===== config.mk =====
export PLATFORM = sky130hd
export DESIGN_NAME = smc_lite_top
export DESIGN_NICKNAME = d
export VERILOG_FILES = /design/src/hdl/smc_lite_pkg.sv /design/src/hdl/smc_ahb_lite_if.sv /design/src/hdl/smc_mac_lite.sv /design/src/hdl/smc_state_lite.sv /design/src/hdl/smc_lite_top.sv
export SDC_FILE = /design/constraint.sdc
export NUM_CORES = 1
export LEC_CHECK = 0
export BUFFER_PORTS_ARGS = -buffer_cell sky130_fd_sc_hd__buf_4
export CAP_MARGIN = 20
export CORE_MARGIN = 2
export CORE_UTILIZATION = 53
export CTS_CLUSTER_SIZE = 10
export DETAILED_ROUTE_END_ITERATION = 12
export PLACE_DENSITY = 0.81
export SLEW_MARGIN = 25
export SYNTH_ARGS = -nofsm -noshare
export SYNTH_HDL_FRONTEND = slang
export SYNTH_SLANG_ARGS = --single-unit

===== constraint.sdc =====
create_clock -name hclk25 -period 4.1 [get_ports hclk25]
set_clock_uncertainty 0.05 [all_clocks]
set_input_delay 0.82 -clock hclk25 [delete_from_list [all_inputs] [get_ports hclk25]]
set_output_delay 0.82 -clock hclk25 [all_outputs]
set_load 0.02 [all_outputs]

===== src/hdl/smc_lite_pkg.sv =====
// SMC lite shared types

package smc_lite_pkg;

  //--------------------------------------------------------------------------
  // AHB bus encodings
  //--------------------------------------------------------------------------

  // Transfer type on htrans
  typedef enum logic [1:0]
  {
    trn_idle   = 2'b00,  // No transfer
    trn_busy   = 2'b01,  // Master inserting a pause
    trn_nonseq = 2'b10,  // First or single beat
    trn_seq    = 2'b11   // Later burst beat
  } htrans_t;

  // Transfer size on hsize, wider sizes not supported
  typedef enum logic [2:0]
  {
    sz_byte = 3'b000,
    sz_half = 3'b001,
    sz_word = 3'b010
  } hsize_t;

  // Slave response on hresp
  typedef enum logic [1:0]
  {
    rsp_okay  = 2'b00,
    rsp_error = 2'b01,
    rsp_retry = 2'b10,  // Never issued here
    rsp_split = 2'b11   // Never issued here
  } hresp_t;

  //--------------------------------------------------------------------------
  // Controller internal types
  //--------------------------------------------------------------------------

  // Size stored for the access control block
  typedef enum logic [1:0]
  {
    xfer_byte = 2'b00,
    xfer_half = 2'b01,
    xfer_word = 2'b10
  } xfer_size_t;

  typedef logic [31:0] word_t;  // Data or address word

endpackage


===== src/hdl/smc_ahb_lite_if.sv =====
// AHB-Lite slave interface

`timescale 1ns/1ns

module smc_ahb_lite_if
  import smc_lite_pkg::*;
(
  input  logic       hclk25,         // AHB clock
  input  logic       n_sys_reset25,  // Async reset, active low
  input  logic       hsel,           // Slave select for the one bank
  input  word_t      haddr,
  input  htrans_t    htrans,
  input  logic       hwrite,
  input  hsize_t     hsize,
  input  word_t      hwdata,
  input  logic       hready,         // Muxed system ready
  input  logic       smc_idle,       // Timing FSM has no beat running
  input  logic       smc_done,       // Last cycle of a beat
  input  logic       mac_done,       // Last beat of the transfer
  input  word_t      read_data,      // Assembled read word
  output word_t      smc_hrdata,
  output logic       smc_hready,
  output hresp_t     smc_hresp,
  output logic       smc_valid,      // Ack back to the decoder
  output logic       new_access,     // Start strobe for MAC and FSM
  output xfer_size_t xfer_size,
  output word_t      addr,
  output word_t      write_data,
  output logic       n_read          // Low for a read
);

  logic active_xfer;  // NONSEQ or SEQ on the bus
  logic misaligned;
  logic mis_err;      // Misaligned access seen in address phase
  logic engine_free;  // FSM can take a new access now
  logic r_ready;      // Registered part of hready
  logic r_hresp;      // Second error cycle pending

  //--------------------------------------------------------------------------
  // Address phase decode
  //--------------------------------------------------------------------------

  assign active_xfer = (htrans == trn_nonseq) || (htrans == trn_seq);

  // Half on odd byte or word off a 4-byte boundary
  assign misaligned = ((hsize == sz_half) && haddr[0]) ||
                      ((hsize == sz_word) && (haddr[1:0] != 2'b00));

  assign mis_err = misaligned && active_xfer && hsel && hready;

  // Idle FSM, or final cycle of the running transfer
  assign engine_free = smc_idle || (smc_done && mac_done);

  assign new_access = active_xfer && hsel && hready && !mis_err && engine_free;
  assign smc_valid  = new_access;

  // Straight pass to the blocks behind
  assign xfer_size  = xfer_size_t'(hsize[1:0]);
  assign addr       = haddr;
  assign n_read     = hwrite;     // Write means read not active
  assign write_data = hwdata;     // Valid in the data phase only
  assign smc_hrdata = read_data;

  //--------------------------------------------------------------------------
  // Response, two cycles of ERROR on misalignment
  //--------------------------------------------------------------------------

  always_ff @(posedge hclk25 or negedge n_sys_reset25)
  begin
    if (!n_sys_reset25)
    begin
      smc_hresp <= rsp_okay;
      r_hresp   <= 1'b0;
    end
    else if (mis_err)
    begin
      smc_hresp <= rsp_error;  // First cycle with ready low
      r_hresp   <= 1'b1;
    end
    else if (r_hresp)
    begin
      smc_hresp <= rsp_error;  // Second cycle with ready high
      r_hresp   <= 1'b0;
    end
    else
    begin
      smc_hresp <= rsp_okay;
      r_hresp   <= 1'b0;
    end
  end

  //--------------------------------------------------------------------------
  // Ready generation
  //--------------------------------------------------------------------------

  // Sampled only when the bus moves on; held through stalls
  always_ff @(posedge hclk25 or negedge n_sys_reset25)
  begin
    if (!n_sys_reset25)
      r_ready <= 1'b1;
    else if (r_hresp)
      r_ready <= 1'b1;                           // Ends the error pair
    else if (hready)
      r_ready <= !(new_access || mis_err);       // Idle, busy, not selected
  end

  // Data phase ends when the last beat completes
  assign smc_hready = r_ready || (smc_done && mac_done);

endmodule


===== src/hdl/smc_mac_lite.sv =====
// Multiple access control

`timescale 1ns/1ns

module smc_mac_lite
  import smc_lite_pkg::*;
#(
  parameter int ext_width = 8  // External data width, 8, 16 or 32
)
(
  input  logic                   hclk25,
  input  logic                   n_sys_reset25,
  input  logic                   new_access,  // Access accepted this cycle
  input  xfer_size_t             xfer_size,
  input  word_t                  addr,
  input  word_t                  write_data,  // AHB write data, data phase
  input  logic                   beat_start,  // First cycle of a beat
  input  logic                   smc_done,    // Last cycle of a beat
  input  logic [ext_width-1:0]   mem_rdata,
  output logic                   mac_done,    // Running the last beat
  output word_t                  read_data,
  output word_t                  mem_addr,
  output logic [ext_width-1:0]   mem_wdata,
  output logic [ext_width/8-1:0] n_mem_be
);

  localparam int beat_bytes = ext_width / 8;
  localparam int beat_shift = $clog2(beat_bytes);

  logic [2:0] n_beats;      // Beats for the incoming transfer
  logic [3:0] lane_mask;    // AHB lanes the incoming transfer covers
  logic [2:0] beats_left;   // Including the one in progress
  logic [1:0] beat_idx;
  logic [3:0] lane_mask_q;
  word_t      base_q;       // Base address aligned to the beat
  word_t      wdata_q;
  word_t      rdata_q;      // Read bytes of finished beats
  word_t      wdata_cur;
  word_t      rdata_mrg;
  logic [1:0] beat_lane;    // AHB lane of external byte 0
  logic       first_beat;
  logic       active;

  //--------------------------------------------------------------------------
  // Decode of the new transfer
  //--------------------------------------------------------------------------

  always_comb
  begin
    case (xfer_size)
      xfer_half: n_beats = (beat_bytes == 1) ? 3'd2 : 3'd1;
      xfer_word: n_beats = 3'(4 / beat_bytes);
      default:   n_beats = 3'd1;  // Byte always fits one beat
    endcase
  end

  always_comb
  begin
    case (xfer_size)
      xfer_half: lane_mask = 4'b0011 << addr[1:0];
      xfer_word: lane_mask = 4'b1111;
      default:   lane_mask = 4'b0001 << addr[1:0];
    endcase
  end

  //--------------------------------------------------------------------------
  // Beat counting
  //--------------------------------------------------------------------------

  always_ff @(posedge hclk25 or negedge n_sys_reset25)
  begin
    if (!n_sys_reset25)
    begin
      beats_left  <= 3'd0;
      beat_idx    <= 2'd0;
      lane_mask_q <= 4'd0;
    end
    else if (new_access)             // Wins over the ending beat
    begin
      beats_left  <= n_beats;
      beat_idx    <= 2'd0;
      lane_mask_q <= lane_mask;
    end
    else if (smc_done && active)
    begin
      beats_left <= beats_left - 3'd1;
      beat_idx   <= beat_idx + 2'd1;
    end
  end

  assign active     = (beats_left != 3'd0);
  assign mac_done   = (beats_left == 3'd1);
  assign first_beat = beat_start && (beat_idx == 2'd0);  // Data phase T+1

  // Data registers
  always_ff @(posedge hclk25)
  begin
    if (new_access)
      base_q <= addr & ~word_t'(beat_bytes - 1);
    if (first_beat)
      wdata_q <= write_data;
    if (smc_done)
      rdata_q[{beat_lane, 3'b000} +: ext_width] <= mem_rdata;
  end

  //--------------------------------------------------------------------------
  // External side, address, write lane and byte enables
  //--------------------------------------------------------------------------

  assign mem_addr  = base_q + (word_t'(beat_idx) << beat_shift);
  assign beat_lane = mem_addr[1:0];  // Zero for a 32-bit bus

  // Live hwdata until the capture lands
  assign wdata_cur = first_beat ? write_data : wdata_q;
  assign mem_wdata = wdata_cur[{beat_lane, 3'b000} +: ext_width];

  always_comb
  begin
    for (int j = 0; j < beat_bytes; j++)
      n_mem_be[j] = !(active && lane_mask_q[beat_lane + j]);  // Low on covered bytes
  end

  // Last beat merged live, uncovered lanes forced to zero
  always_comb
  begin
    rdata_mrg = rdata_q;
    if (mac_done)
      rdata_mrg[{beat_lane, 3'b000} +: ext_width] = mem_rdata;
    for (int b = 0; b < 4; b++)
      read_data[b*8 +: 8] = lane_mask_q[b] ? rdata_mrg[b*8 +: 8] : 8'h00;
  end

endmodule


===== src/hdl/smc_state_lite.sv =====
// External access timing FSM

`timescale 1ns/1ns

module smc_state_lite
#(
  parameter int ext_width   = 8,  // External data width
  parameter int wait_states = 1   // Extra cycles per beat, 0 to 7
)
(
  input  logic hclk25,
  input  logic n_sys_reset25,
  input  logic new_access,  // Access accepted this cycle
  input  logic n_read,      // Direction of the accepted access
  input  logic mac_done,    // Current beat is the last one
  output logic smc_idle,
  output logic smc_done,    // Last cycle of a beat
  output logic beat_start,  // First cycle of a beat
  output logic n_mem_cs,
  output logic n_mem_oe,
  output logic n_mem_we
);

  // Done state is the closing cycle of every beat
  typedef enum logic [1:0]
  {
    st_idle   = 2'b00,
    st_access = 2'b01,  // Wait cycles of a beat
    st_done   = 2'b10   // Turnaround into next beat or idle
  } state_t;

  state_t     state;
  state_t     state_nxt;
  logic [2:0] wait_cnt;      // Wait cycles left in the beat
  logic [2:0] wait_cnt_nxt;
  logic       beat_nxt;      // A beat starts next cycle
  logic       wr_q;          // Latched direction, high for write

  // Elaboration check on the parameter range
  if (!((ext_width == 8) || (ext_width == 16) || (ext_width == 32)) ||
      (wait_states < 0) || (wait_states > 7))
  begin : g_param_check
    $error("smc_state_lite: ext_width or wait_states out of range");
  end

  //--------------------------------------------------------------------------
  // Next state
  //--------------------------------------------------------------------------

  always_comb
  begin
    state_nxt    = state;
    wait_cnt_nxt = wait_cnt;
    beat_nxt     = 1'b0;
    case (state)
      st_idle:
        if (new_access)
          beat_nxt = 1'b1;
      st_access:
        if (wait_cnt == 3'd1)
          state_nxt = st_done;
        else
          wait_cnt_nxt = wait_cnt - 3'd1;
      st_done:
        if (!mac_done || new_access)  // More beats, or back-to-back
          beat_nxt = 1'b1;
        else
          state_nxt = st_idle;
      default:
        state_nxt = st_idle;
    endcase

    // Every beat opens the same way
    if (beat_nxt)
    begin
      state_nxt    = (wait_states == 0) ? st_done : st_access;
      wait_cnt_nxt = 3'(wait_states);
    end
  end

  //--------------------------------------------------------------------------
  // State registers
  //--------------------------------------------------------------------------

  always_ff @(posedge hclk25 or negedge n_sys_reset25)
  begin
    if (!n_sys_reset25)
    begin
      state      <= st_idle;
      wait_cnt   <= 3'd0;
      beat_start <= 1'b0;
      wr_q       <= 1'b0;
    end
    else
    begin
      state      <= state_nxt;
      wait_cnt   <= wait_cnt_nxt;
      beat_start <= beat_nxt;
      if (new_access)
        wr_q <= n_read;  // n_read high means write
    end
  end

  //--------------------------------------------------------------------------
  // Strobes, low for the whole beat
  //--------------------------------------------------------------------------

  assign smc_idle = (state == st_idle);
  assign smc_done = (state == st_done);
  assign n_mem_cs = smc_idle;
  assign n_mem_oe = smc_idle || wr_q;   // Reads only
  assign n_mem_we = smc_idle || !wr_q;  // SRAM writes while low

endmodule


===== src/hdl/smc_lite_top.sv =====
// Static memory controller top level

`timescale 1ns/1ns

module smc_lite_top
  import smc_lite_pkg::*;
#(
  parameter int ext_width   = 8,  // SRAM data width
  parameter int wait_states = 1   // Extra cycles per beat
)
(
  input  logic                   hclk25,
  input  logic                   n_sys_reset25,
  // AHB-Lite slave port
  input  logic                   hsel,
  input  word_t                  haddr,
  input  htrans_t                htrans,
  input  logic                   hwrite,
  input  hsize_t                 hsize,
  input  word_t                  hwdata,
  input  logic                   hready,
  output word_t                  smc_hrdata,
  output logic                   smc_hready,
  output hresp_t                 smc_hresp,
  // Asynchronous SRAM
  output word_t                  mem_addr,
  output logic [ext_width-1:0]   mem_wdata,
  input  logic [ext_width-1:0]   mem_rdata,
  output logic                   n_mem_cs,
  output logic                   n_mem_oe,
  output logic                   n_mem_we,
  output logic [ext_width/8-1:0] n_mem_be
);

  logic       new_access;
  xfer_size_t xfer_size;
  word_t      addr;
  word_t      write_data;
  logic       n_read;
  word_t      read_data;   // From MAC lanes
  logic       mac_done;
  logic       smc_done;
  logic       smc_idle;
  logic       beat_start;

  //--------------------------------------------------------------------------
  // Bus interface, access control, timing FSM
  //--------------------------------------------------------------------------

  smc_ahb_lite_if i_ahb_if
  (
    .hclk25        (hclk25),
    .n_sys_reset25 (n_sys_reset25),
    .hsel          (hsel),
    .haddr         (haddr),
    .htrans        (htrans),
    .hwrite        (hwrite),
    .hsize         (hsize),
    .hwdata        (hwdata),
    .hready        (hready),
    .smc_idle      (smc_idle),
    .smc_done      (smc_done),
    .mac_done      (mac_done),
    .read_data     (read_data),
    .smc_hrdata    (smc_hrdata),
    .smc_hready    (smc_hready),
    .smc_hresp     (smc_hresp),
    .smc_valid     (),            // Single slave, no decoder ack
    .new_access    (new_access),
    .xfer_size     (xfer_size),
    .addr          (addr),
    .write_data    (write_data),
    .n_read        (n_read)
  );

  smc_mac_lite #(.ext_width(ext_width)) i_mac
  (
    .hclk25        (hclk25),
    .n_sys_reset25 (n_sys_reset25),
    .new_access    (new_access),
    .xfer_size     (xfer_size),
    .addr          (addr),
    .write_data    (write_data),
    .beat_start    (beat_start),
    .smc_done      (smc_done),
    .mem_rdata     (mem_rdata),
    .mac_done      (mac_done),
    .read_data     (read_data),
    .mem_addr      (mem_addr),
    .mem_wdata     (mem_wdata),
    .n_mem_be      (n_mem_be)
  );

  smc_state_lite #(.ext_width(ext_width), .wait_states(wait_states)) i_state
  (
    .hclk25        (hclk25),
    .n_sys_reset25 (n_sys_reset25),
    .new_access    (new_access),
    .n_read        (n_read),
    .mac_done      (mac_done),
    .smc_idle      (smc_idle),
    .smc_done      (smc_done),
    .beat_start    (beat_start),
    .n_mem_cs      (n_mem_cs),
    .n_mem_oe      (n_mem_oe),
    .n_mem_we      (n_mem_we)
  );

endmodule


# After elaboration in Yosys (flattened, before gate mapping)
# Index checks and enable logic that the tools add are counted.
totals:
  register_bits: 116
  in_bits: 82
  output_inout_bits: 79
classes:
  add_sub_neg: 5
  magnitude_cmp: 1
  eq_ne: 14
  n_shift: 5
  n_mux: 30
  n_reduce_logical: 35
op_table:
  columns: ["op", "n"]
  rows:
  - ["two-way mux 32 bit", 2]
  - ["adder 32 x 2 -> 32 bit", 1]
  - ["bitwise mux 32 bit", 1]
  - ["two-way mux 8 bit", 4]
  - ["variable shift 8 x 7 -> 32 bit, first input constant", 1]
  - ["variable part select 32 x 6 -> 8 bit", 1]
  - ["variable part select 8 x 7 -> 32 bit", 1]
  - ["two-way mux 3 bit", 5]
  - ["logical AND 1 bit", 13]
  - ["two-way mux 2 bit", 5]
  - ["== test 3 x 1 -> 1 bit, second input constant", 3]
  - ["== test 2 bit, second input constant", 4]
  - ["logical OR 1 bit", 8]
  - ["two-way mux 1 bit", 8]
  - ["one-hot mux 4 bit (2 select lines)", 1]
  - ["nonzero test 2 bit", 4]
  - ["negator 5 -> 7 bit", 1]
  - ["one-hot mux 2 bit (3 select lines)", 1]
  - ["one-hot mux 3 bit (2 select lines)", 1]
  - ["subtractor 3 x 1 -> 3 bit, second input constant", 2]
  - ["zero test 1 bit", 5]
  - ["== test 2 x 1 -> 1 bit, second input constant", 2]
  - ["zero test 2 bit", 2]
  - ["inequality test 2 x 1 -> 1 bit, second input constant", 2]
  - ["other kinds (12)", 12]

# Longest topological paths before layout
# Gate-level depths: netlist of run 1.
logic_depth:
  depth_word: 14
  depth_mapped: 9
  depth_no_buf: 8

# By module
# A second synthesis of run 1 with hierarchy kept.
unflattened:
  cells_unflattened: 619
  hier_area_um2: 6698.9
modules_own_cells:
  columns: ["module", "n_inst", "cells_each", "area_each_um2", "seq_area_each_um2"]
  rows:
  - ["smc_mac_lite", 1, 468, 5421.4, 2787.7]
  - ["smc_ahb_lite_if", 1, 117, 917.1, 76.3]
  - ["smc_state_lite", 1, 34, 360.3, 175.2]

# Worst setup path after synthesis of run 1
# OpenSTA, ideal clock, no wires.
synth_path:
  path_type: "reg2out"
  from: "reg i_mac.beat_idx[0]"
  to: "out smc_hrdata[16]"
  t_arrival_ps: 2782
  required_time_ps: 3230
  slack_ps: 448
  path_stages_with_launch: 8
  path_buffers: 0
  path_cell_list: "dfrtp_1 ha_1 fa_1 inv_1 ha_1 nor3_1 a22o_1 o211a_1"
synth_between:
  elab_chain_cells: 6
  elab_cells_between_ends: 7
  cone_classes: "2 x add/sub; 2 x shift; 3 x mux"
synth_lines:
  columns: ["element", "line_no", "rtl"]
  rows:
  - ["start: declaration", "smc_mac_lite.sv:33", "logic [1:0] beat_idx;"]
  - ["start signal: assignment", "smc_mac_lite.sv:87", "beat_idx <= beat_idx + 2'd1;"]
  - ["adder 32 x 2 -> 32 bit (*)", "smc_mac_lite.sv:110", "assign mem_addr = base_q + (word_t'(beat_idx) << beat_shift);"]
  - ["via mem_addr[1]", "smc_lite_top.sv:26", "output word_t mem_addr,"]
  - ["negator 5 -> 7 bit (*)", "smc_mac_lite.sv:128", "rdata_mrg[{beat_lane, 3'b000} +: ext_width] = mem_rdata;"]
  - ["variable part select 8 x 7 -> 32 bit or variable shift 8 x 7 -> 32 bit (tied branches)", "smc_mac_lite.sv:128", null]
  - ["bitwise mux 32 bit (*)", "smc_mac_lite.sv:128", null]
  - ["two-way mux 32 bit (*)", "smc_mac_lite.sv:127", "if (mac_done)"]
  - ["two-way mux 8 bit (*)", "smc_mac_lite.sv:130", "read_data[b*8 +: 8] = lane_mask_q[b] ? rdata_mrg[b*8 +: 8] : 8'h00;"]
  - ["end: declaration", "smc_lite_top.sv:22", "output word_t smc_hrdata,"]
# Mark *: on every way through the listed nets, which the timed path passes. The rest lies on a longest branch.

# Final worst setup path of run 1
layout_path:
  from: "reg i_mac.beat_idx[0]"
  to: "out smc_hrdata[5]"
layout_between:
  elab_chain_cells: 6
  elab_cells_between_ends: 7
  cone_classes: "2 x add/sub; 2 x shift; 3 x mux"
layout_lines:
  columns: ["element", "line_no"]
  rows:
  - ["adder 32 x 2 -> 32 bit (*)", "smc_mac_lite.sv:110"]
  - ["negator 5 -> 7 bit (*)", "smc_mac_lite.sv:128"]
  - ["variable part select 8 x 7 -> 32 bit or variable shift 8 x 7 -> 32 bit (tied branches)", "smc_mac_lite.sv:128"]
  - ["bitwise mux 32 bit (*)", "smc_mac_lite.sv:128"]
  - ["two-way mux 32 bit (*)", "smc_mac_lite.sv:127"]
  - ["two-way mux 8 bit (*)", "smc_mac_lite.sv:130"]
# Every way passes the cells marked *; elsewhere a longest branch is shown, timed or not.

==> results by group, run 1 <==
Status
  – Outcome: finished, final reports clean

Flow run
  – Max-capacitance violation count: 0

Layout
  – N_diodes: 0
  – Fraction of layout cells with a size suffix above 1: 39.8%
  – Area grow syn2layout: 34.2%
  – Design area: 0.00791 mm2
  – Core Util, Final: 73.0%
  – Layout filler cell count: 731
  – Nets: 776

Timing
  – Final Hold Viols: 0
  – Final setup margin: 0.0965 ns
  – Fin crit period: 4.00 ns
  – TNS Setup: 0 ns
  – Unrepaired setup endpoints after global routing: true
  – Least-Margin Pin Slew: 0.623 ns
  – Final worst-path cycle share: 97.6%
  – Slew margin rel.: 58.4%
  – Final setup fails: 0
  – Max Freq: 250 MHz
  – Final-report max-slew violation count: 0

Drt
  – DRT Pass-1 Iters: 5
  – WL per Instance: 17.8 um
  – DR WL met3: 1.08 mm
  – Vias: 4592
  – Met1 wire length: 5.60 mm
  – DRT iter0 DRCs: 345
  – Top routing layer in use: met4
  – # DRC: 0
  – Met2 WL post-DR: 7.71 mm
  – Via density: 5.54
  – Antenna viol nets, final: 0
  – Routed WL: 14.8 mm

Floorplan
  – Die area: 0.0120 mm2
  – IO Pins: 161
  – Placeable Area: 0.0108 mm2
  – # rows: 38
  – Initial Util: 54.4%
  – Die Span X: 109 um
  – Die Y: 109 um

Global route
  – Largest net degree at the start of global routing: 40
  – Initial antenna violation count: 0
  – Overflow after GRT: 0
  – Tot GR Track Use: 24.5%
  – First-pass GRT wire length: 21.9 mm
  – Vias in the first global route: 4592

Yosys
  – Share of Yosys cell area claimed by the top area cell type: 32.6%
  – Top FF cell, synth: edfxtp_1
  – Cell count after synthesis: 512
  – Synth area leaders: edfxtp_1 (33%), dfxtp_1 (11%), dfrtp_1 (7.6%)
  – Yosys Warn Count: 0
  – Syn_area_per_cell: 11.5 um2
  – Yosys cell types: 50
  – Post-synth EDFFs: 64
  – Cell taking the most area after synthesis: edfxtp_1
  – Register area share after synthesis: 51.5%
  – Share of flip-flops with an asynchronous set or reset: 16.5%
  – Seq cells post-synth: 115
  – Post-synthesis cell area: 0.00590 mm2
  – Post-synth top cells: edfxtp_1 (64), nand2_1 (63), inv_1 (42)
  – Most common cell in the synthesized netlist: edfxtp_1
  – Mapped Nets: 612

CTS
  – CTS tree: built
  – Maximum root-to-sink buffer count: 2
  – Root Buffer: clkbuf_8
  – TritonCTS Sinks: 115
  – CTS Buf Count: 17
  – Clock-pin slew on the worst setup and hold paths: 0.06 ns
  – H-tree Lvls: 4
  – Clock Latency Late Sink: 0.53 ns

Placed design
  – Pre-CTS setup slack: 0.471 ns
  – Port Buffers: 158
  – GP Congestion: 0.797
  – Placed inst area: 0.00721 mm2
  – Hpwl dp: 10.1 mm

Setup path
  – CP endpoint kind: output port
  – Worst Path Required: 3.23 ns
  – CP max FO: 9
  – Crit Path Category: reg -> out
  – Startpoint Class: register
  – Critical Path AT: 3.13 ns

Pwr
  – Clock power share: 51.9%
  – Pwr Density: 358 mW/mm2
  – Maximum vdd drop: 0.000222 V
  – Psw: 0.608 mW
  – Internal: 2.23 mW
  – Switching share of total power: 21.4%
  – P_leak: 3.74 nW
  – Sequential share of power: 43.6%
  – Combinational Power Share: 4.5%

Min path
  – Hold Crit Class: in -> async
critical path, cell delays in order, from the launching register on:
cell        delay (ns)
dfrtp_1           0.42
ha_4              0.19
fa_2              0.62
clkinvlp_4        0.16
buf_4             0.17
ha_4              0.18
nor4bb_1          0.14
buf_4             0.16
nand2_1           0.08
o21ai_0           0.10
o211a_1           0.23
buf_4             0.15
cells by family (layout without fill, tap and decap cells):
logic type | count (synthesis) | after routing | synth area share [%]
AND/OR/NAND/NOR | 143 | 143 | 12.6
other | 1 | 1 | 0.0636
XOR/XNOR | 34 | 34 | 5.05
buffers and inverters | 67 | 244 | 4.75
adder cells (fa/ha/maj) | 18 | 18 | 3.95
AO/OA/AOI/OAI | 84 | 84 | 10.8
multiplexers | 50 | 50 | 11.2
flip-flops | 115 | 115 | 51.5
placed cells by master (no fill, tap or decap), types with 12 or more instances in the layout:
cell       Yosys  final
buf_4          1    168
edfxtp_1      64     64
nand2_1       63     63
inv_1         42     41
mux2_2        40     40
o211a_1       32     32
dfxtp_1       32     32
o21ai_0       30     25
xor2_1        21     21
clkbuf_16      0     19
dfrtp_1       18     18
xnor2_1       13     13
nand2b_1      14     13
nor2_1        13     13
nand3_1       12     12
ha_1          17     12
through the flow:
stage                     power, mW  hold slack (ns)  instances
after CTS                      2.86            0.105        826
after detailed placement       1.39            0.408        794
after floorplan                1.30            0.385        512
final                          2.84            0.107        829
after global routing           2.92            0.122        829
after global placement         1.38            0.400        794
power groups by stage:
stage	Sequential [mW]	Clock [mW]	Combinational, mW
2_1_floorplan	1.26	0	0.0414
3_3_place_gp	1.26	0	0.123
3_5_place_dp	1.26	0	0.127
4_1_cts	1.24	1.49	0.128
5_1_grt	1.24	1.55	0.137
6_report	1.24	1.47	0.128
layout make-up:
type | count | area [um2] | area share (%)
clock inverters | 12 | 115 | 1.45
inverters | 43 | 168 | 2.12
repair buffers | 169 | 1280 | 16.1
multi-input cells | 330 | 2650 | 33.5
well taps | 140 | 175 | 2.21
clock buffers | 20 | 489 | 6.18
flip-flops and latches | 115 | 3040 | 38.4
state kept, by name, indices dropped and copies added, names as in the netlist:
name                count
i_ahb_if.r_hresp        1
i_ahb_if.r_ready        1
i_ahb_if.smc_hresp      1
i_mac.base_q           32
i_mac.beat_idx          2
i_mac.beats_left        3
i_mac.lane_mask_q       4
i_mac.rdata_q          32
i_mac.wdata_q          32
i_state.beat_start      1
i_state.state           2
i_state.wait_cnt        3
i_state.wr_q            1
final timing paths:
check	start	end	slack, ns	cells after the start
worst min register to register	i_ahb_if.r_hresp	i_ahb_if.smc_hresp[0]	0.42	1
worst max-delay path	i_mac.beat_idx[0]	smc_hrdata[5]	0.1	11
worst min-delay path	n_sys_reset25	i_state.wait_cnt[2]	0.11	1
min in group hclk25	haddr[30]	i_mac.base_q[30]	0.42	1
worst max register to register	i_mac.beats_left[1]	i_state.wr_q	1.34	7
max in group asynchronous	n_sys_reset25	i_ahb_if.r_ready	3.62	1
per-layer routing:
layer / up-vias / track usage (%)
met3: 37 / 5.69
met4: 0 / 11.4
met1: 2193 / 28.0
li1: 2159 / -
met2: 203 / 43.3
met5: - / 0
timing repair:
| item | CTS | global route |
|---|---|---|
| cloned | 0 | 0 |
| gates resized for setup | 0 | 23 |
| setup endpoints to repair | 21 | 30 |
| hold buffers | 0 | 0 |
| pin swaps | 0 | 2 |
| buffers inserted | 0 | 3 |
(Power assumes the default switching activity.)
==> inputs of run 2 (changes only) <==
--- a/config.mk
+++ b/config.mk
@@ -7,6 +7,7 @@
 export LEC_CHECK = 0
 export BUFFER_PORTS_ARGS = -buffer_cell sky130_fd_sc_hd__buf_4
 export CAP_MARGIN = 20
+export CORE_ASPECT_RATIO = 1.1
 export CORE_MARGIN = 2
 export CORE_UTILIZATION = 53
 export CTS_CLUSTER_SIZE = 10
==> run 2 against run 1 <==
  * Via count down 2.0%
  * Cell count up 0.72%
  * Critical path depth unchanged
  * Sequential power about the same
  * Core utilization down 0.58 points
  * Global-route usage down 0.77 points
  * Sequential share of layout area up 0.24 points
  * Clock power about the same
  * Design area down 0.62%
  * Sequential cell count unchanged
  * Worst hold slack better by 0.12 ns
  * Largest cell class unchanged
  * Largest power group unchanged
==> results by group, run 2 (synthesis results as in run 1) <==
Status
  – Outcome: finished, final reports clean

CTS
  – CTS Buf Count: 17 (unchanged)
  – Maximum root-to-sink buffer count: 2 (unchanged)
  – Root Buffer: clkbuf_16
  – Clock Latency Late Sink: 0.41 ns (-0.12 ns)
  – H-tree Lvls: 4 (unchanged)
  – Clock-pin slew on the worst setup and hold paths: 0.06 ns (about the same)
  – CTS tree: built
  – Hold buffer count at cts: 0 (unchanged)
  – TritonCTS Sinks: 115 (unchanged)

Floorplan
  – Placeable Area: 0.0109 mm2 (+0.18%)
  – Die area: 0.0120 mm2 (about the same)
  – Die Y: 115 um (+4.7%)
  – IO Pins: 161 (unchanged)
  – Die Span X: 105 um (-4.5%)
  – Initial Util: 54.3% (-0.10 points)
  – # rows: 40 (+5.3%)

Drt
  – Antenna viol nets, final: 0 (unchanged)
  – DRT iter0 DRCs: 310 (-10%)
  – Routed WL: 14.1 mm (-4.9%)
  – # DRC: 0 (unchanged)
  – WL per Instance: 16.8 um (-5.6%)
  – DRT Pass-1 Iters: 5 (unchanged)
  – Via density: 5.39 (-2.7%)
  – Vias: 4502 (-2.0%)

Timing
  – Max Freq: 255 MHz (+1.9%)
  – Slew margin rel.: 60.4% (+2.0 points)
  – Final worst-path cycle share: 95.8% (-1.9 points)
  – Worst Hold Slack: 0.224 ns (+0.117 ns)
  – Final-report max-slew violation count: 0 (unchanged)
  – Final setup fails: 0 (unchanged)
  – Final Hold Viols: 0 (unchanged)
  – Least-Margin Pin Slew: 0.593 ns (-0.0297 ns)
  – Fin crit period: 3.93 ns (-0.0763 ns)

Setup path
  – Worst Path Required: 3.23 ns (about the same)
  – Buf/Inv on CP: 4 (unchanged)
  – Crit Path Category: reg -> out
  – CP max FO: 9 (unchanged)
  – Critical Path AT: 3.06 ns (-0.07 ns)
  – Most frequent CP cell: buf_4
  – Slowest stage delay, CP: 0.56 ns (-0.06 ns)
  – Startpoint Class: register
  – Slowest stage cell on the critical path: fa_1
  – Crit-path cells: ha_1 > fa_1 > clkinvlp_4 > buf_4 > ha_2 > nor4bb_1 > buf_4 > nand2_1 > o21ai_0 > o211a_1 > buf_4
  – CP endpoint kind: output port
  – Crit-path leading delay family: adder cells

Layout
  – Fin cells: 835 (+0.72%)
  – Nets: 776 (unchanged)
  – Commonest non-fill, non-tap cells in the layout: buf_4 (169), edfxtp_1 (64), nand2_1 (63)
  – Area used by multi-input combinational logic: 0.00261 mm2 (-1.5%)
  – Layout filler cell count: 747 (+2.2%)
  – Sequential cell area: 0.00304 mm2 (unchanged)
  – Commonest non-fill, non-tap cell in the layout: buf_4
  – Fraction of layout cells with a size suffix above 1: 38.7% (-1.1 points)
  – Area grow syn2layout: 33.4%
  – N_diodes: 0 (unchanged)
  – Top flop regs: i_mac.base_q (32), i_mac.rdata_q (32), i_mac.wdata_q (32)

Global route
  – Tot GR Track Use: 23.7% (-0.77 points)
  – Vias in the first global route: 4415 (-3.9%)
  – First-pass GRT wire length: 22.0 mm (+0.41%)
  – Overflow after GRT: 0 (unchanged)
  – Largest net degree at the start of global routing: 65 (+63%)
  – Initial antenna violation count: 0 (unchanged)

Pwr
  – Maximum vdd drop: 0.000226 V (+1.7%)
  – Final Power: 2.80 mW (-1.2%)
  – P_leak: 3.74 nW (-0.20%)
  – Pwr Density: 356 mW/mm2 (-0.57%)

Flow run
  – Max-capacitance violation count: 0 (unchanged)

Min path
  – Hold Crit Class: in -> async

Placed design
  – Port Buffers: 158 (unchanged)
  – Placed Instances: 801 (+0.88%)
  – Hpwl dp: 9.72 mm (-3.5%)
  – GP Congestion: 0.850 (+6.7%)
-- run 2: cell types whose count changed in the layout (fill, tap and decap cells not counted), sizes merged --
| cell | delta |
|---|---|
| bufinv | -1 |
| clkbuf | +5 |
| inv | -2 |
| clkinv | -3 |
-- run 2: final timing paths --
kind	depth (start not counted)	to	startpoint	slack, ns
worst max-delay path	11	smc_hrdata[2]	i_mac.beat_idx[0]	0.17
worst min-delay path	1	i_state.wait_cnt[0]	n_sys_reset25	0.22
worst max register to register	9	i_mac.rdata_q[7]	i_mac.beat_idx[0]	1.52
worst min register to register	1	i_mac.wdata_q[22]	i_mac.wdata_q[22]	0.42
max in group asynchronous	1	i_ahb_if.r_ready	n_sys_reset25	3.51
min in group hclk25	1	i_mac.wdata_q[22]	i_mac.wdata_q[22]	0.42
-- run 2: layer usage --
metal | track usage [%] | vias up | wire length, um
li1 | - | 2152 | -
met1 | 28.5 | 2182 | 5760
met2 | 40.9 | 147 | 7270
met3 | 6.37 | 21 | 759
met4 | 9.28 | 0 | 274
met5 | 0 | - | 0
-- run 2: what timing repair did --
| item | CTS | global route |
|---|---|---|
| buffers inserted | 0 | 3 |
| resized for setup | 0 | 7 |
| setup endpoints to repair | 0 | 29 |
-- run 2: report_power, final --
group | internal, mW | total, mW | switching (mW)
clock | 0.936 | 1.44 | 0.501
combinational | 0.0778 | 0.128 | 0.0503
sequential | 1.23 | 1.24 | 0.00417
total | 2.25 | 2.80 | 0.556
-- run 2: layout make-up --
type	count	share of cell area, %
flip-flops and latches	115	38.6
well taps	147	2.34
clock inverters	6	0.461
inverters	43	2.13
repair buffers	169	16.1
multi-input cells	330	33.2
clock buffers	25	7.10
-- run 2: per-stage QoR --
stage	cell area, um2	worst slack, ns	TNS [ns]	util [%]
3_5_place_dp	7210	0.471	0	66.4
3_3_place_gp	7210	0.529	0	66.4
6_report	7860	0.173	0	72.4
5_1_grt	7860	-0.0221	-0.0227	72.4
2_1_floorplan	5900	0.448	0	-
4_1_cts	7810	0.0247	0	71.9
==> inputs of run 3 (changes only) <==
--- a/config.mk
+++ b/config.mk
@@ -8,11 +8,11 @@
 export BUFFER_PORTS_ARGS = -buffer_cell sky130_fd_sc_hd__buf_4
 export CAP_MARGIN = 20
 export CORE_ASPECT_RATIO = 1.1
-export CORE_MARGIN = 2
+export CORE_MARGIN = 3
 export CORE_UTILIZATION = 53
 export CTS_CLUSTER_SIZE = 10
 export DETAILED_ROUTE_END_ITERATION = 12
-export PLACE_DENSITY = 0.81
+export PLACE_DENSITY_LB_ADDON = 0.1
 export SLEW_MARGIN = 25
 export SYNTH_ARGS = -nofsm -noshare
 export SYNTH_HDL_FRONTEND = slang
==> run 3 against run 2 <==
  * Wire length down 3.4%
  * Critical path depth shrank 1
  * Critical endpoint is now smc_hrdata[5]
  * Largest cell class unchanged
  * Combinational power is essentially flat
  * Critical path type unchanged
  * Largest power group unchanged
  * Cell count fell by 0.72%
==> results by group, run 3 (synthesis results as in run 1) <==
Layout
  – Commonest non-fill, non-tap cell in the layout: buf_4
  – N_diodes: 0 (unchanged)
  – Commonest non-fill, non-tap cells in the layout: buf_4 (166), edfxtp_1 (64), nand2_1 (63)
  – Fin cells: 829 (-0.72%)
  – Fraction of layout cells with a size suffix above 1: 37.9% (-0.76 points)
  – Top flop regs: i_mac.base_q (32), i_mac.rdata_q (32), i_mac.wdata_q (32)
  – Nets: 773 (-0.39%)
  – Core Util, Final: 73.6% (+1.2 points)
  – Area grow syn2layout: 32.9%
  – Layout filler cell count: 801 (+7.2%)

Floorplan
  – Placeable Area: 0.0106 mm2 (-2.1%)
  – # rows: 39 (-2.5%)
  – Die Y: 117 um (+1.7%)
  – Initial Util: 55.4% (+1.1 points)
  – IO Pins: 161 (unchanged)
  – Die Span X: 107 um (+1.9%)
  – Die area: 0.0124 mm2 (+3.7%)

Setup path
  – R2r worst-path depth: 7 (-2)
  – Launching point of the worst reg2reg path: i_mac.beats_left[1]
  – Reg-to-reg critical path endpoint: i_state.wr_q
  – Buf/Inv on CP: 3 (-1)
  – Startpoint Class: register
  – Slowest stage delay, CP: 0.57 ns (about the same)
  – Crit-path cells: ha_1 > fa_1 > inv_2 > ha_2 > nor4bb_1 > buf_4 > nand2_1 > o21ai_0 > o211a_1 > buf_4
  – Critical Path AT: 3.10 ns (+0.04 ns)
  – Slowest stage cell on the critical path: fa_1
  – CP max FO: 9 (unchanged)
  – Crit-path leading delay family: adder cells
  – CP endpoint kind: output port
  – Most frequent CP cell: buf_4
  – Reg2Reg Setup Slack: 1.41 ns (-0.11 ns)
  – Worst Path Required: 3.23 ns (about the same)
  – Crit Path Category: reg -> out

Global route
  – First-pass GRT wire length: 21.2 mm (-3.8%)
  – Overflow after GRT: 0 (unchanged)
  – Initial antenna violation count: 0 (unchanged)
  – Vias in the first global route: 4374 (-0.93%)
  – Tot GR Track Use: 22.0% (-1.8 points)
  – Largest net degree at the start of global routing: 40 (-38%)

Flow run
  – Max-capacitance violation count: 0 (unchanged)

Drt
  – # DRC: 0 (unchanged)
  – DRT iter0 DRCs: 252 (-19%)
  – Routed WL: 13.6 mm (-3.4%)
  – Via density: 5.39 (-0.10%)
  – DRT Pass-1 Iters: 5 (unchanged)
  – WL per Instance: 16.4 um (-2.7%)
  – Antenna viol nets, final: 0 (unchanged)
  – Vias: 4465 (-0.82%)

Placed design
  – GP Congestion: 0.845 (-0.58%)
  – Placed Instances: 797 (-0.50%)
  – Hpwl dp: 9.61 mm (-1.1%)
  – Port Buffers: 158 (unchanged)

Timing
  – Final-report max-slew violation count: 0 (unchanged)
  – Max Freq: 252 MHz (-1.1%)
  – Final Hold Viols: 0 (unchanged)
  – Fin crit period: 3.97 ns (+0.0427 ns)
  – Final setup fails: 0 (unchanged)
  – Unrepaired setup endpoints after global routing: true
  – Slew margin rel.: 59.8% (-0.59 points)
  – Final worst-path cycle share: 96.8% (+1.0 points)
  – Least-Margin Pin Slew: 0.603 ns (+0.0101 ns)

CTS
  – H-tree Lvls: 4 (unchanged)
  – Clock-pin slew on the worst setup and hold paths: 0.05 ns (about the same)
  – Hold buffer count at cts: 0 (unchanged)
  – TritonCTS Sinks: 115 (unchanged)
  – Root Buffer: clkbuf_16
  – CTS tree: built
  – Setup Fix Bufs, Post-CTS: 0 (unchanged)
  – CTS Buf Count: 17 (unchanged)
  – Clock Latency Late Sink: 0.40 ns (about the same)
  – Maximum root-to-sink buffer count: 2 (unchanged)

Min path
  – Hold Crit Class: in -> async

Pwr
  – Maximum vdd drop: 0.000298 V (+32%)
  – Final Power: 2.84 mW (+1.3%)
  – P_leak: 3.73 nW (about the same)
  – Pwr Density: 362 mW/mm2 (+1.7%)

Status
  – Outcome: finished, final reports clean
## run 3: stage by stage
stage                     worst slack [ns]  cell area, um2  hold slack, ns  TNS [ns]
after global placement               0.464            7210           0.401         0
after CTS                           0.0434            7830           0.220         0
after detailed placement             0.419            7210           0.405         0
after floorplan                      0.448            5900           0.385         0
after global routing               -0.0141            7830           0.237   -0.0141
final                                0.130            7830           0.234         0
## run 3: layout make-up
| type | count | area (um2) | share of cell area, % |
|---|---|---|---|
| flip-flops and latches | 115 | 3040 | 38.8 |
| multi-input cells | 330 | 2590 | 33.0 |
| repair buffers | 166 | 1250 | 15.9 |
| clock buffers | 26 | 586 | 7.48 |
| well taps | 143 | 179 | 2.28 |
| inverters | 43 | 164 | 2.09 |
| clock inverters | 6 | 31.3 | 0.399 |
## run 3: worst max path at each step
stage / start / to / cells after the start
after floorplan: i_mac.beat_idx[0] / smc_hrdata[16] / 7
after global placement: i_mac.beat_idx[0] / smc_hrdata[3] / 10
final: i_mac.beat_idx[0] / smc_hrdata[5] / 10
after global routing: i_mac.beat_idx[0] / smc_hrdata[5] / 10
after CTS: i_mac.beat_idx[0] / smc_hrdata[5] / 10
after detailed placement: i_mac.beat_idx[0] / smc_hrdata[5] / 10
## run 3: worst register-to-register path, stage by stage, from the launching register on
cell	delay, ns
dfrtp_1	0.37
inv_1	0.07
ha_1	0.17
nand2b_2	0.34
nand2_1	0.24
or4b_4	0.54
inv_4	0.38
mux2_2	0.40
## run 3: layer usage
metal  share of wire, %  vias up  global-route usage, %  routed length (um)
met1                 41     2119                   27.0                5620
met4                2.2        0                   8.35                 297
met3                6.8       22                   5.31                 917
met5                  0        -                      0                   0
met2                 50      168                   37.8                6740
li1                   -     2156                      -                   -
## run 3: repair_timing
item,in CTS,in global routing
cloned,0,0
resized for setup,1,3
endpoints found under the setup margin,8,16
pin swaps,0,0
## run 3: power breakdown
group | switching (mW) | internal (mW)
clock network | 0.495 | 0.981
registers | 0.00403 | 1.23
logic | 0.0485 | 0.0776
